<file path="src/rv_pkg.sv">
// widths, opcode, alu operation and forwarding enums, no-op instruction word
package rv_pkg;

    // ------------------------------------------------------------------------
    // widths
    // ------------------------------------------------------------------------
    localparam int xlen      = 32;
    localparam int addr_w    = 30; // word address, byte offset dropped
    localparam int reg_idx_w = 5;

    // addi x0, x0, 0
    localparam logic [31:0] nop_instr = 32'h0000_0013;

    // ------------------------------------------------------------------------
    // encodings
    // ------------------------------------------------------------------------
    typedef enum logic [6:0] {
        op_r_type = 7'b0110011,
        op_i_type = 7'b0010011,
        op_load   = 7'b0000011,
        op_store  = 7'b0100011
    } opcode_e;

    typedef enum logic [3:0] {
        alu_nop = 4'd0, // result forced to zero
        alu_add = 4'd1,
        alu_sub = 4'd2,
        alu_and = 4'd3,
        alu_or  = 4'd4,
        alu_xor = 4'd5,
        alu_sll = 4'd6,
        alu_srl = 4'd7,
        alu_sra = 4'd8,
        alu_slt = 4'd9
    } alu_op_e;

    // operand source seen from the execute stage
    typedef enum logic [1:0] {
        fwd_none = 2'd0, // value read in decode
        fwd_mem  = 2'd1, // producer now in memory stage
        fwd_wb   = 2'd2  // producer now in write-back
    } fwd_sel_e;

endpackage
</file>
<file path="src/rv_pipe_if.sv">
// issue_if (decode to execute) and mem_req_if (execute to memory stage)
`timescale 1ns/1ps

interface issue_if;
    rv_pkg::alu_op_e                alu_op;
    logic [rv_pkg::xlen-1:0]        op_a;
    logic [rv_pkg::xlen-1:0]        op_b;
    logic [rv_pkg::reg_idx_w-1:0]   rd;        // rs2 index for stores
    logic                           reg_write;
    logic                           mem_read;
    logic                           mem_write;
    rv_pkg::fwd_sel_e               fwd_a;
    rv_pkg::fwd_sel_e               fwd_b;

    modport driver (output alu_op, op_a, op_b, rd, reg_write, mem_read, mem_write,
                    fwd_a, fwd_b);
    modport receiver (input alu_op, op_a, op_b, rd, reg_write, mem_read, mem_write,
                      fwd_a, fwd_b);
endinterface

interface mem_req_if;
    logic [rv_pkg::xlen-1:0]        alu_out;
    logic [rv_pkg::reg_idx_w-1:0]   rd;
    logic                           reg_write;
    logic                           mem_read;
    logic                           mem_write;

    modport driver (output alu_out, rd, reg_write, mem_read, mem_write);
    modport receiver (input alu_out, rd, reg_write, mem_read, mem_write);
    // decode only needs the destination for forwarding
    modport monitor (input rd, reg_write);
endinterface

</file>
<file path="src/rv_core.sv">
// top level of the pipelined core, stages, register file and both memory ports
`timescale 1ns/1ps

module rv_core #(
    parameter logic [rv_pkg::addr_w-1:0] reset_pc = '0
) (
    input  logic                      clk,
    input  logic                      rst_n,
    // instruction port
    output logic [rv_pkg::addr_w-1:0] icache_addr,
    input  logic [31:0]               icache_rdata,
    input  logic                      icache_stall,
    // data port
    output logic                      dcache_ren,
    output logic                      dcache_wen,
    output logic [rv_pkg::addr_w-1:0] dcache_addr,
    output logic [31:0]               dcache_wdata,
    input  logic [31:0]               dcache_rdata,
    input  logic                      dcache_stall
);

    logic [31:0]                  id_instr;
    logic                         load_use;
    logic [rv_pkg::reg_idx_w-1:0] rs1;
    logic [rv_pkg::reg_idx_w-1:0] rs2;
    logic [rv_pkg::xlen-1:0]      rs1_data;
    logic [rv_pkg::xlen-1:0]      rs2_data;
    logic [rv_pkg::reg_idx_w-1:0] store_rd;
    logic [rv_pkg::xlen-1:0]      store_data;
    logic                         wb_we;
    logic [rv_pkg::reg_idx_w-1:0] wb_rd;
    logic [rv_pkg::xlen-1:0]      wb_data;

    issue_if   issue_bus ();
    mem_req_if mem_bus ();

    rv_fetch #(.reset_pc(reset_pc)) u_fetch (
        .clk, .rst_n, .icache_addr, .icache_rdata, .icache_stall, .dcache_stall,
        .load_use, .id_instr
    );

    rv_decode u_decode (
        .clk, .rst_n, .id_instr, .icache_stall, .dcache_stall, .rs1, .rs2,
        .rs1_data, .rs2_data, .load_use, .issue(issue_bus), .mem_mon(mem_bus)
    );

    rv_regfile u_regfile (
        .clk, .rst_n, .wb_we, .wb_rd, .wb_data,
        .ra(rs1), .rb(rs2), .rc(store_rd),
        .qa(rs1_data), .qb(rs2_data), .qc(store_data)
    );

    rv_execute u_execute (
        .clk, .rst_n, .dcache_stall, .issue(issue_bus), .mem(mem_bus), .wb_data
    );

    rv_mem_stage u_mem_stage (
        .clk, .rst_n, .mem(mem_bus), .dcache_ren, .dcache_wen, .dcache_addr,
        .dcache_wdata, .dcache_rdata, .dcache_stall, .store_rd, .store_data,
        .wb_we, .wb_rd, .wb_data
    );

endmodule

</file>
<file path="src/rv_mem_stage.sv">
// data port drive, load byte swap and memory/write-back register
`timescale 1ns/1ps

module rv_mem_stage (
    input  logic                         clk,
    input  logic                         rst_n,
    mem_req_if.receiver                  mem,
    output logic                         dcache_ren,
    output logic                         dcache_wen,
    output logic [rv_pkg::addr_w-1:0]    dcache_addr,
    output logic [31:0]                  dcache_wdata,
    input  logic [31:0]                  dcache_rdata,
    input  logic                         dcache_stall,
    output logic [rv_pkg::reg_idx_w-1:0] store_rd,
    input  logic [rv_pkg::xlen-1:0]      store_data,
    output logic                         wb_we,
    output logic [rv_pkg::reg_idx_w-1:0] wb_rd,
    output logic [rv_pkg::xlen-1:0]      wb_data
);

    logic [rv_pkg::xlen-1:0] load_data;

    assign dcache_ren   = mem.mem_read;
    assign dcache_wen   = mem.mem_write;
    assign dcache_addr  = mem.alu_out[rv_pkg::xlen-1:2];
    assign store_rd     = mem.rd;                // rs2 of the store
    assign dcache_wdata = {<<8{store_data}};     // bypassed read, swapped for memory
    assign load_data    = {<<8{dcache_rdata}};

    always_ff @(posedge clk or negedge rst_n) begin
        if (!rst_n) begin
            wb_we <= 1'b0;
        end else if (!dcache_stall) begin
            wb_we <= mem.reg_write;
        end
    end

    // held under a data stall so forwarding from here stays valid
    always_ff @(posedge clk) begin
        if (!dcache_stall) begin
            wb_rd   <= mem.rd;
            wb_data <= mem.mem_read ? load_data : mem.alu_out;
        end
    end

endmodule

</file>
<file path="src/rv_execute.sv">
// operand forwarding muxes, alu and execute/memory register
`timescale 1ns/1ps

module rv_execute (
    input  logic                    clk,
    input  logic                    rst_n,
    input  logic                    dcache_stall,
    issue_if.receiver               issue,
    mem_req_if.driver               mem,
    input  logic [rv_pkg::xlen-1:0] wb_data
);

    logic [rv_pkg::xlen-1:0] alu_a;
    logic [rv_pkg::xlen-1:0] alu_b;
    logic [rv_pkg::xlen-1:0] alu_out;

    function automatic logic [rv_pkg::xlen-1:0] fwd_mux(
        input rv_pkg::fwd_sel_e        sel,
        input logic [rv_pkg::xlen-1:0] own,
        input logic [rv_pkg::xlen-1:0] mem_val,
        input logic [rv_pkg::xlen-1:0] wb_val
    );
        case (sel)
            rv_pkg::fwd_mem: return mem_val;
            rv_pkg::fwd_wb:  return wb_val;
            default:         return own;
        endcase
    endfunction

    assign alu_a = fwd_mux(issue.fwd_a, issue.op_a, mem.alu_out, wb_data);
    assign alu_b = fwd_mux(issue.fwd_b, issue.op_b, mem.alu_out, wb_data);

    // ------------------------------------------------------------------------
    // alu
    // ------------------------------------------------------------------------
    always_comb begin
        case (issue.alu_op)
            rv_pkg::alu_add: alu_out = alu_a + alu_b;
            rv_pkg::alu_sub: alu_out = alu_a - alu_b;
            rv_pkg::alu_and: alu_out = alu_a & alu_b;
            rv_pkg::alu_or:  alu_out = alu_a | alu_b;
            rv_pkg::alu_xor: alu_out = alu_a ^ alu_b;
            rv_pkg::alu_sll: alu_out = alu_a << alu_b[4:0];
            rv_pkg::alu_srl: alu_out = alu_a >> alu_b[4:0];
            rv_pkg::alu_sra: alu_out = $signed(alu_a) >>> alu_b[4:0];
            rv_pkg::alu_slt: alu_out = {31'd0, $signed(alu_a) < $signed(alu_b)};
            default:         alu_out = '0; // bubble
        endcase
    end

    // ------------------------------------------------------------------------
    // execute/memory register
    // ------------------------------------------------------------------------
    always_ff @(posedge clk or negedge rst_n) begin
        if (!rst_n) begin
            mem.reg_write <= 1'b0;
            mem.mem_read  <= 1'b0;
            mem.mem_write <= 1'b0;
        end else if (!dcache_stall) begin
            mem.reg_write <= issue.reg_write;
            mem.mem_read  <= issue.mem_read;
            mem.mem_write <= issue.mem_write;
        end
    end

    always_ff @(posedge clk) begin
        if (!dcache_stall) begin
            mem.alu_out <= alu_out; // also the data address
            mem.rd      <= issue.rd;
        end
    end

endmodule

</file>
<file path="src/rv_regfile.sv">
// 32x32 register file, x0 hardwired, write-back bypass on three read ports
`timescale 1ns/1ps

module rv_regfile (
    input  logic                         clk,
    input  logic                         rst_n,
    input  logic                         wb_we,
    input  logic [rv_pkg::reg_idx_w-1:0] wb_rd,
    input  logic [rv_pkg::xlen-1:0]      wb_data,
    input  logic [rv_pkg::reg_idx_w-1:0] ra,
    input  logic [rv_pkg::reg_idx_w-1:0] rb,
    input  logic [rv_pkg::reg_idx_w-1:0] rc,
    output logic [rv_pkg::xlen-1:0]      qa,
    output logic [rv_pkg::xlen-1:0]      qb,
    output logic [rv_pkg::xlen-1:0]      qc
);

    logic [rv_pkg::xlen-1:0] regs [1:31]; // no storage for x0

    always_ff @(posedge clk or negedge rst_n) begin
        if (!rst_n) begin
            for (int i = 1; i < 32; i++) begin
                regs[i] <= '0;
            end
        end else if (wb_we && wb_rd != '0) begin
            regs[wb_rd] <= wb_data;
        end
    end

    // same-cycle write wins over the stored value
    function automatic logic [rv_pkg::xlen-1:0] read_port(
        input logic [rv_pkg::reg_idx_w-1:0] idx
    );
        if (idx == '0) begin
            return '0;
        end
        if (wb_we && wb_rd == idx) begin
            return wb_data;
        end
        return regs[idx];
    endfunction

    always_comb begin
        qa = read_port(ra);
        qb = read_port(rb);
        qc = read_port(rc); // store data port
    end

endmodule

</file>
<file path="src/rv_decode.sv">
// field decode, immediates, load-use detection, forward selects, decode/execute register
`timescale 1ns/1ps

module rv_decode (
    input  logic                         clk,
    input  logic                         rst_n,
    input  logic [31:0]                  id_instr,
    input  logic                         icache_stall,
    input  logic                         dcache_stall,
    output logic [rv_pkg::reg_idx_w-1:0] rs1,
    output logic [rv_pkg::reg_idx_w-1:0] rs2,
    input  logic [rv_pkg::xlen-1:0]      rs1_data,
    input  logic [rv_pkg::xlen-1:0]      rs2_data,
    output logic                         load_use,
    issue_if.driver                      issue,
    mem_req_if.monitor                   mem_mon
);

    rv_pkg::opcode_e              opcode;
    logic [2:0]                   funct3;
    logic [rv_pkg::reg_idx_w-1:0] rd;
    logic                         is_r;
    logic                         is_i;
    logic                         is_ld;
    logic                         is_st;
    rv_pkg::alu_op_e              alu_op;
    logic [rv_pkg::xlen-1:0]      imm;
    logic                         ex_wr;
    logic                         mem_wr;
    logic                         bubble;
    rv_pkg::fwd_sel_e             fwd_a;
    rv_pkg::fwd_sel_e             fwd_b;

    // ------------------------------------------------------------------------
    // fields
    // ------------------------------------------------------------------------
    assign opcode = rv_pkg::opcode_e'(id_instr[6:0]);
    assign funct3 = id_instr[14:12];
    assign rs1    = id_instr[19:15];
    assign rs2    = id_instr[24:20];
    assign rd     = id_instr[11:7];

    assign is_r  = (opcode == rv_pkg::op_r_type);
    assign is_i  = (opcode == rv_pkg::op_i_type);
    assign is_ld = (opcode == rv_pkg::op_load);
    assign is_st = (opcode == rv_pkg::op_store);

    always_comb begin
        alu_op = rv_pkg::alu_nop;
        case (opcode)
            rv_pkg::op_r_type: begin
                case (funct3)
                    3'b000:  alu_op = id_instr[30] ? rv_pkg::alu_sub : rv_pkg::alu_add;
                    3'b010:  alu_op = rv_pkg::alu_slt;
                    3'b100:  alu_op = rv_pkg::alu_xor;
                    3'b110:  alu_op = rv_pkg::alu_or;
                    3'b111:  alu_op = rv_pkg::alu_and;
                    default: alu_op = rv_pkg::alu_nop;
                endcase
            end
            rv_pkg::op_i_type: begin
                case (funct3)
                    3'b000:  alu_op = rv_pkg::alu_add;
                    3'b001:  alu_op = rv_pkg::alu_sll;
                    3'b010:  alu_op = rv_pkg::alu_slt;
                    3'b100:  alu_op = rv_pkg::alu_xor;
                    3'b101:  alu_op = id_instr[30] ? rv_pkg::alu_sra : rv_pkg::alu_srl;
                    3'b110:  alu_op = rv_pkg::alu_or;
                    3'b111:  alu_op = rv_pkg::alu_and;
                    default: alu_op = rv_pkg::alu_nop;
                endcase
            end
            rv_pkg::op_load, rv_pkg::op_store: alu_op = rv_pkg::alu_add; // base + offset
            default: alu_op = rv_pkg::alu_nop;
        endcase
    end

    always_comb begin
        if (is_st) begin
            imm = {{20{id_instr[31]}}, id_instr[31:25], id_instr[11:7]};
        end else if (is_i && (funct3 == 3'b001 || funct3 == 3'b101)) begin
            imm = {27'd0, id_instr[24:20]}; // shamt, zero extended
        end else begin
            imm = {{20{id_instr[31]}}, id_instr[31:20]};
        end
    end

    // ------------------------------------------------------------------------
    // hazards
    // ------------------------------------------------------------------------
    assign ex_wr  = issue.reg_write && (issue.rd != '0);
    assign mem_wr = mem_mon.reg_write && (mem_mon.rd != '0);

    // load in execute feeds this instruction, wait one cycle
    assign load_use = issue.mem_read && (issue.rd != '0) &&
                      ((issue.rd == rs1) || (is_r && issue.rd == rs2));
    assign bubble   = icache_stall | load_use;

    // selects point at where the producer sits once this one reaches execute
    always_comb begin
        fwd_a = rv_pkg::fwd_none;
        fwd_b = rv_pkg::fwd_none;
        if (ex_wr && issue.rd == rs1) begin
            fwd_a = rv_pkg::fwd_mem;
        end else if (mem_wr && mem_mon.rd == rs1) begin
            fwd_a = rv_pkg::fwd_wb;
        end
        if (is_r) begin // only r-type reads rs2 in the alu
            if (ex_wr && issue.rd == rs2) begin
                fwd_b = rv_pkg::fwd_mem;
            end else if (mem_wr && mem_mon.rd == rs2) begin
                fwd_b = rv_pkg::fwd_wb;
            end
        end
    end

    // ------------------------------------------------------------------------
    // decode/execute register
    // ------------------------------------------------------------------------
    always_ff @(posedge clk or negedge rst_n) begin
        if (!rst_n) begin
            issue.alu_op    <= rv_pkg::alu_nop;
            issue.reg_write <= 1'b0;
            issue.mem_read  <= 1'b0;
            issue.mem_write <= 1'b0;
            issue.fwd_a     <= rv_pkg::fwd_none;
            issue.fwd_b     <= rv_pkg::fwd_none;
        end else if (!dcache_stall) begin
            issue.alu_op    <= bubble ? rv_pkg::alu_nop : alu_op;
            issue.reg_write <= !bubble && (is_r || is_i || is_ld);
            issue.mem_read  <= !bubble && is_ld;
            issue.mem_write <= !bubble && is_st;
            issue.fwd_a     <= bubble ? rv_pkg::fwd_none : fwd_a;
            issue.fwd_b     <= bubble ? rv_pkg::fwd_none : fwd_b;
        end
    end

    always_ff @(posedge clk) begin
        if (!dcache_stall) begin
            issue.op_a <= rs1_data;
            issue.op_b <= is_r ? rs2_data : imm;
            issue.rd   <= is_st ? rs2 : rd; // store data register rides along
        end
    end

endmodule

</file>
<file path="src/rv_fetch.sv">
// program counter and fetch/decode register with instruction byte swap
`timescale 1ns/1ps

module rv_fetch #(
    parameter logic [rv_pkg::addr_w-1:0] reset_pc = '0
) (
    input  logic                      clk,
    input  logic                      rst_n,
    output logic [rv_pkg::addr_w-1:0] icache_addr,
    input  logic [31:0]               icache_rdata,
    input  logic                      icache_stall,
    input  logic                      dcache_stall,
    input  logic                      load_use,
    output logic [31:0]               id_instr
);

    logic [rv_pkg::addr_w-1:0] pc;
    logic                      hold;

    // any stall keeps pc and the decode word in place
    assign hold        = icache_stall | dcache_stall | load_use;
    assign icache_addr = pc;

    always_ff @(posedge clk or negedge rst_n) begin
        if (!rst_n) begin
            pc       <= reset_pc;
            id_instr <= rv_pkg::nop_instr;
        end else if (!hold) begin
            pc       <= pc + 1'b1;          // next word
            id_instr <= {<<8{icache_rdata}}; // memory words are byte swapped
        end
    end

endmodule

</file>
<file path="config.mk">
export PLATFORM = sky130hd
export DESIGN_NAME = rv_core
export DESIGN_NICKNAME = d
export VERILOG_FILES = /design/src/rv_pkg.sv /design/src/rv_pipe_if.sv /design/src/rv_core.sv /design/src/rv_mem_stage.sv /design/src/rv_execute.sv /design/src/rv_regfile.sv /design/src/rv_decode.sv /design/src/rv_fetch.sv
export SDC_FILE = /design/constraint.sdc
export NUM_CORES = 2
export LEC_CHECK = 0
export BUFFER_PORTS_ARGS = -buffer_cell sky130_fd_sc_hd__buf_2
export CORE_UTILIZATION = 35
export DETAILED_ROUTE_END_ITERATION = 6
export GPL_TIMING_DRIVEN = 0
export SYNTH_ARGS = -nofsm -noshare
export SYNTH_HDL_FRONTEND = slang
export SYNTH_SLANG_ARGS = --single-unit
</file>
<file path="constraint.sdc">
create_clock -name clk -period 7.49 [get_ports clk]
set_clock_uncertainty 0.15 [all_clocks]
set_input_delay 0.3745 -clock clk [delete_from_list [all_inputs] [get_ports clk]]
set_output_delay 0.3745 -clock clk [all_outputs]
set_load 0.01 [all_outputs]
</file>
* Word-level counts from Yosys, hierarchy flattened *
Index checks and enable logic that the tools add are counted.

word-level totals
  register bits after elaboration = 1212
  logic and storage cells = 187

operators by class
  add/subtract/negate cells = 3
  shift operators = 3
  eq/ne operators = 30
  reductions and logical operators = 31
  $lt $le $gt $ge = 6
  bitwise logic cells = 10
  muxes and demuxes = 54

operator list
  cell                     count
  $bwmux W992              1
  $mux W32                 23
  $bmux W32 S5             3
  $pmux W32 S9             1
  $demux W32 S5            1
  $pmux W32 S2             2
  $eq A5 B5 Y1             7
  $add A32 B32 Y32         1
  $and A32 B32 Y32         1
  $lt A32 B32 Y1           1
  $or A32 B32 Y32          1
  $shl A32 B5 Y32          1
  $shr A32 B5 Y32          1
  $sshr A32 B5 Y32         1
  $sub A32 B32 Y32         1
  $xor A32 B32 Y32         1
  $add A30 B1 Y30 const B  1
  $pmux W4 S7              1
  $ge A6 B6 Y1 const B     4
  $not A5 Y6               4
  $pmux W4 S5              1
  $logic_and A1 B1 Y1      18
  $eq A4 B3 Y1 const B     4
  $mux W2                  8
  23 further kinds         49

* Longest topological paths before layout *
  depth in word-level cells = 7
  gate-level depth with buffers = 21
  depth with buffers taken out = 17

* Modules after synthesis *
From an unflattened synthesis, not the netlist that was laid out.

second synthesis, totals
  cells, all modules = 6479
  area total of the unflattened synthesis = 81110.3 um^2

modules (own cells, without submodules)
  module        cells each  area an instance (um^2)  instances  seq. area each (um^2)
  rv_regfile    4259        61721.7                  1          24823.8
  rv_execute    1578        11130.7                  1          1186.1
  rv_decode     245         3509.6                   1          2347.3
  rv_fetch      252         2534.9                   1          1555.2
  rv_mem_stage  145         2213.4                   1          1136.1

* Least setup slack after synthesis *
OpenSTA, ideal clock, no wires.

  kind = register to register
  start = reg u_decode.issue.fwd_b[0] (netlist bit)
  end = reg u_execute.mem.alu_out[28] (data pin)
  buffers on the path = 4
  data arrival time = 4.442 ns
  setup slack = 2.645 ns
  cell stages (with the launch flop) = 21
  period minus slack after synthesis = 4.845 ns
  cells stage by stage = dfrtp_1 > inv_1 > ha_1 > buf_2 > o21a_1 > buf_4 > clkinv_2 > buf_2 > buf_2 > ha_1 > inv_1 > fa_1 > a211oi_2 > nor2_1 > or4b_4 > a31oi_2 > a21oi_2 > a31oi_4 > o21bai_1 > a2111o_1 > a21o_1

on the way
  longest elaborated chain between the ends = 4
  elaborated cells on any way between the ends = 12
  those cells by class = 2 x add/sub; 2 x eq/ne; 3 x shift; 2 x mux; 3 x bitwise

RTL lines
  what                                          RTL line          text
  start, declared                               rv_pipe_if.sv:16  fwd_a, fwd_b);
  $eq A2 B2 Y1 or $eq A2 B1 Y1 (tied branches)  rv_execute.sv:23  case (sel)
  $pmux W32 S2 (*)                              rv_execute.sv:23
  $sub A32 B32 Y32 (tied with other cells)      rv_execute.sv:39  rv_pkg::alu_sub: alu_out = alu_a - alu_b;
  $pmux W32 S9 (*)                              rv_execute.sv:37  case (issue.alu_op)
  end, declared                                 rv_pipe_if.sv:28  modport driver (output alu_out, rd, reg_write, mem_read, mem_write);

Mark *: on every way between the ends. The rest lies on a longest branch, timed or not.
A chain may end at the register's enable or synchronous reset.

* Worst setup path in the final report *
  start = reg u_mem_stage.wb_data[3] (netlist bit)
  end = reg u_execute.mem.alu_out[17] (data pin)

on the way
  longest elaborated chain between the ends = 3
  elaborated cells on any way between the ends = 8
  those cells by class = 2 x add/sub; 3 x shift; 3 x mux

RTL lines
  what                                      RTL line            text
  start, declared                           rv_mem_stage.sv:18  output logic [rv_pkg::xlen-1:0] wb_data
  start signal, assigned                    rv_mem_stage.sv:42  wb_data <= mem.mem_read ? load_data : mem.alu_out;
  $pmux W32 S2                              rv_execute.sv:23
  $sub A32 B32 Y32 (tied with other cells)  rv_execute.sv:39
  $pmux W32 S9 (*)                          rv_execute.sv:37

Marked as above.

==> flow_metrics.tcl <==
set metrics [dict create \
    fp.dieW_um 481 \
    finalHoldViolCount 0 \
    worstPathRequired_ns 7.87 \
    start_util_pct 35.3 \
    placed_area_mm2 0.0854 \
    yosysWarnings 0 \
    viasPerCell 6.77 \
    max_freq_mhz 134 \
    m1WireLength_um 141000 \
    die_area_mm2 0.231 \
    end_kind "flop" \
    slowest_delay_ns 1.13 \
    synth.cell_area_mm2 0.0802 \
    p_leak_nw 39.5 \
    rsz0062_at_grt "false" \
    crit_chain "clkbuf_1, a22oi_1, o21a_1, clkbuf_1, clkbuf_1, buf_2, buf_1, ha_1, inv_1, o31a_1, o211a_1, o31ai_1, a221oi_1, o21ai_0, a22o_1, or4_1" \
    critPathArrivalTime_ns 7.83 \
    critPathSlowestCell "a221oi_1" \
    cts.htree.levels 4 \
    rows 175 \
    worstMarginPinSlew_ns 1.66 \
    gr-total-overflow 0 \
    post-route-period-util_pct 99.4 \
    first_iter_violations 9969 \
    clock-root-buffer "clkbuf_16" \
    ys_async_sr_fraction_pct 88.2 \
    wl_per_cell_um 41.0 \
    met2_length_um 163000 \
    violations "design-rule violations, max-capacitance violations, max-slew violations" \
    numCtsBuffers 147 \
    path_max_fanout 11 \
    ios 162 \
    synth_seq_cells 1212 \
    grt_pass1_wl_um 528000 \
    wl_met3_um 57000 \
    outcome "finished with violations" \
    cts_tree "built" \
    maxSlewViolCount 264 \
    hold_path_depth 3 \
    design.core.area_mm2 0.227 \
    p_per_area_mw_per_mm2 210 \
    worst_path_most_repeated_cell "clkbuf_1" \
    setup_viol 0 \
    maxUsedRoutingLayer "met5" \
    via_count 64649 \
    cts_resized 0 \
    io_buffers 161 \
    clockBufferDepth 3 \
    synthToLayoutAreaGrowth_pct 13.7 \
    total_power_mw 19.2 \
    globalplace.congestion 1.07 \
    synth-main-ff-cell "dfrtp_1" \
    clock_sinks 1212 \
    finalNetCount 6585 \
    critical_path_class "flop to flop" \
    holdWs_ns 0.143 \
    syn_area_per_cell_um2 13.3 \
    hp-class "input pin to flop" \
    drt_wl_total_um 392000 \
    start_kind "flop" \
    worstSkewPairLatency_ns 0.86 \
    final_util_pct 40.1 \
    clk_pin_slew_worst_paths_ns 0.07 \
    peakVddDrop_uv 274 \
    worstRegToRegCells 16 \
    dpl.hpwl_um 281000 \
    track_usage_pct 33.5 \
    tns_ns 0 \
    synth.distinct_cells 94 \
    layout_min_cycle_time_ns 7.45 \
    ys_seq_area_share_pct 38.7 \
    grt_max_degree 167 \
    cap_violations 26 \
    drive_above_1_share_pct 42.3 \
    grt_pass1_vias 62727 \
    synth_edf_count 143 \
    syn-num-nets 6181 \
    antenna_found_initial 25 \
    final_antenna_net_count 0 \
    fin_area_mm2 0.0912 \
    die_y_um 481 \
    relSlewSlack_pct -11.1 \
    drc 4 \
    drt-pass1-iter-count 7 \
    syn_inst 6009 \
]
cell usage in the layout, fill, tap and decap left out, types with 29 or more instances in the layout:
master and n:
a221o_1 40, a22oi_1 42, inv_1 94, mux2_2 1211, edfxtp_1 143, ha_1 102, buf_2 263, nand2_1 179
buf_4 37, nand3_1 48, a21oi_1 232, mux4_2 854, o21ai_1 29, mux2i_1 195, xnor2_1 35, dfrtp_1 1066
nor2_1 335, clkbuf_8 32, a211oi_1 29, a221oi_1 30, xor2_1 35, buf_1 108, a22o_1 87, clkbuf_16 148
dlygate4sd3_1 67, o21ai_0 131, clkbuf_1 385, clkbuf_2 67
Yosys cell counts (40+ instances only):
master    number  area (um^2)
mux2_2      1211        13600
dfrtp_1     1066        26700
mux4_2       854        19200
clkbuf_1     402         1510
nor2_1       337         1260
a21oi_1      232         1160
mux2i_1      195         1950
nand2_1      179          672
buf_1        155          582
edfxtp_1     143         4290
o21ai_0      131          656
ha_1         102         1280
inv_1         95          357
a22o_1        87          762
buf_2         62          310
nand3_1       48          240
a22oi_1       42          315
a221o_1       40          400
where the power goes:
group	total [mW]	internal [mW]	switching (mW)	leakage (nW)
Sequential	7.14	6.90	0.235	16.3
Combinational	4.44	1.37	3.07	20.8
Clock	7.60	4.29	3.31	2.45
Total	19.2	12.6	6.62	39.5
per-stage QoR:
| step | worst slack [ns] | cells |
|---|---|---|
| 2_1_floorplan | 2.64 | 6009 |
| 3_3_place_gp | -18.41 | 9179 |
| 3_5_place_dp | 0.407 | 9204 |
| 4_1_cts | 0.411 | 9542 |
| 5_1_grt | 0.163 | 9543 |
| 6_report | 0.0428 | 9552 |
worst max-delay path: cells and delay by family, from the launching register on:
family / cells / cell delay, ns
fa+ha+maj: 1 / 0.39
compound gates: 8 / 2.81
flops: 1 / 0.37
simple gates: 1 / 0.42
buf+inv: 6 / 2.97
sequential cells by signal (all words and copies together) (netlist names), 2 cells and up:
| name | count |
|---|---|
| u_decode.issue.fwd_a | 2 |
| u_fetch.id_instr | 32 |
| u_regfile.regs | 992 |
| u_mem_stage.wb_data | 32 |
| u_decode.issue.op_a | 32 |
| u_decode.issue.alu_op | 4 |
| u_decode.issue.op_b | 32 |
| u_fetch.icache_addr | 30 |
| u_decode.issue.fwd_b | 2 |
| u_mem_stage.wb_rd | 5 |
| u_decode.issue.rd | 5 |
| u_execute.mem.rd | 5 |
| u_execute.mem.alu_out | 32 |
path summary, 6_finish.rpt:
path	slack, ns	start	end
worst max-delay path	0.04	u_mem_stage.wb_data[3]	u_execute.mem.alu_out[17]
worst min register to register	0.31	u_execute.mem.rd[1]	u_mem_stage.wb_rd[1]
max in group asynchronous	4.51	rst_n	u_fetch.id_instr[27]
min in group asynchronous	0.41	rst_n	u_regfile.regs[314]
worst max register to register	0.04	u_mem_stage.wb_data[3]	u_execute.mem.alu_out[17]
worst min-delay path	0.14	icache_rdata[26]	u_fetch.id_instr[2]
layout make-up:
type | instances | area, um^2
Fill cell | 21343 | 136000
Multi-Input combinational cell | 4026 | 46000
Sequential cell | 1212 | 31000
Clock buffer | 218 | 4290
Tap cell | 3009 | 3760
Buffer | 668 | 2920
Timing Repair Buffer | 255 | 2030
Clock inverter | 52 | 717
Inverter | 103 | 398
Antenna cell | 9 | 22.5
routing by layer:
metal  vias to the layer above  track usage, %
met5                         -            1.01
met4                        18            21.6
met3                      1413            15.0
met2                      5295            47.4
met1                     33629            41.0
li1                      24294               -
logic make-up after synthesis:
logic type	share of synthesized area, %
flip-flops	38.7
adder cells (fa/ha/maj)	1.64
multiplexers	43.7
XOR/XNOR	0.764
buffers and inverters	3.98
AND/OR/NAND/NOR	3.91
AO/OA/AOI/OAI	7.34
what timing repair did:
item,4_1_cts,5_1_grt
hold buffers,68,0
setup buffers,0,0
hold endpoints to repair,287,0
Note: power is estimated with default switching activity, not from simulation.
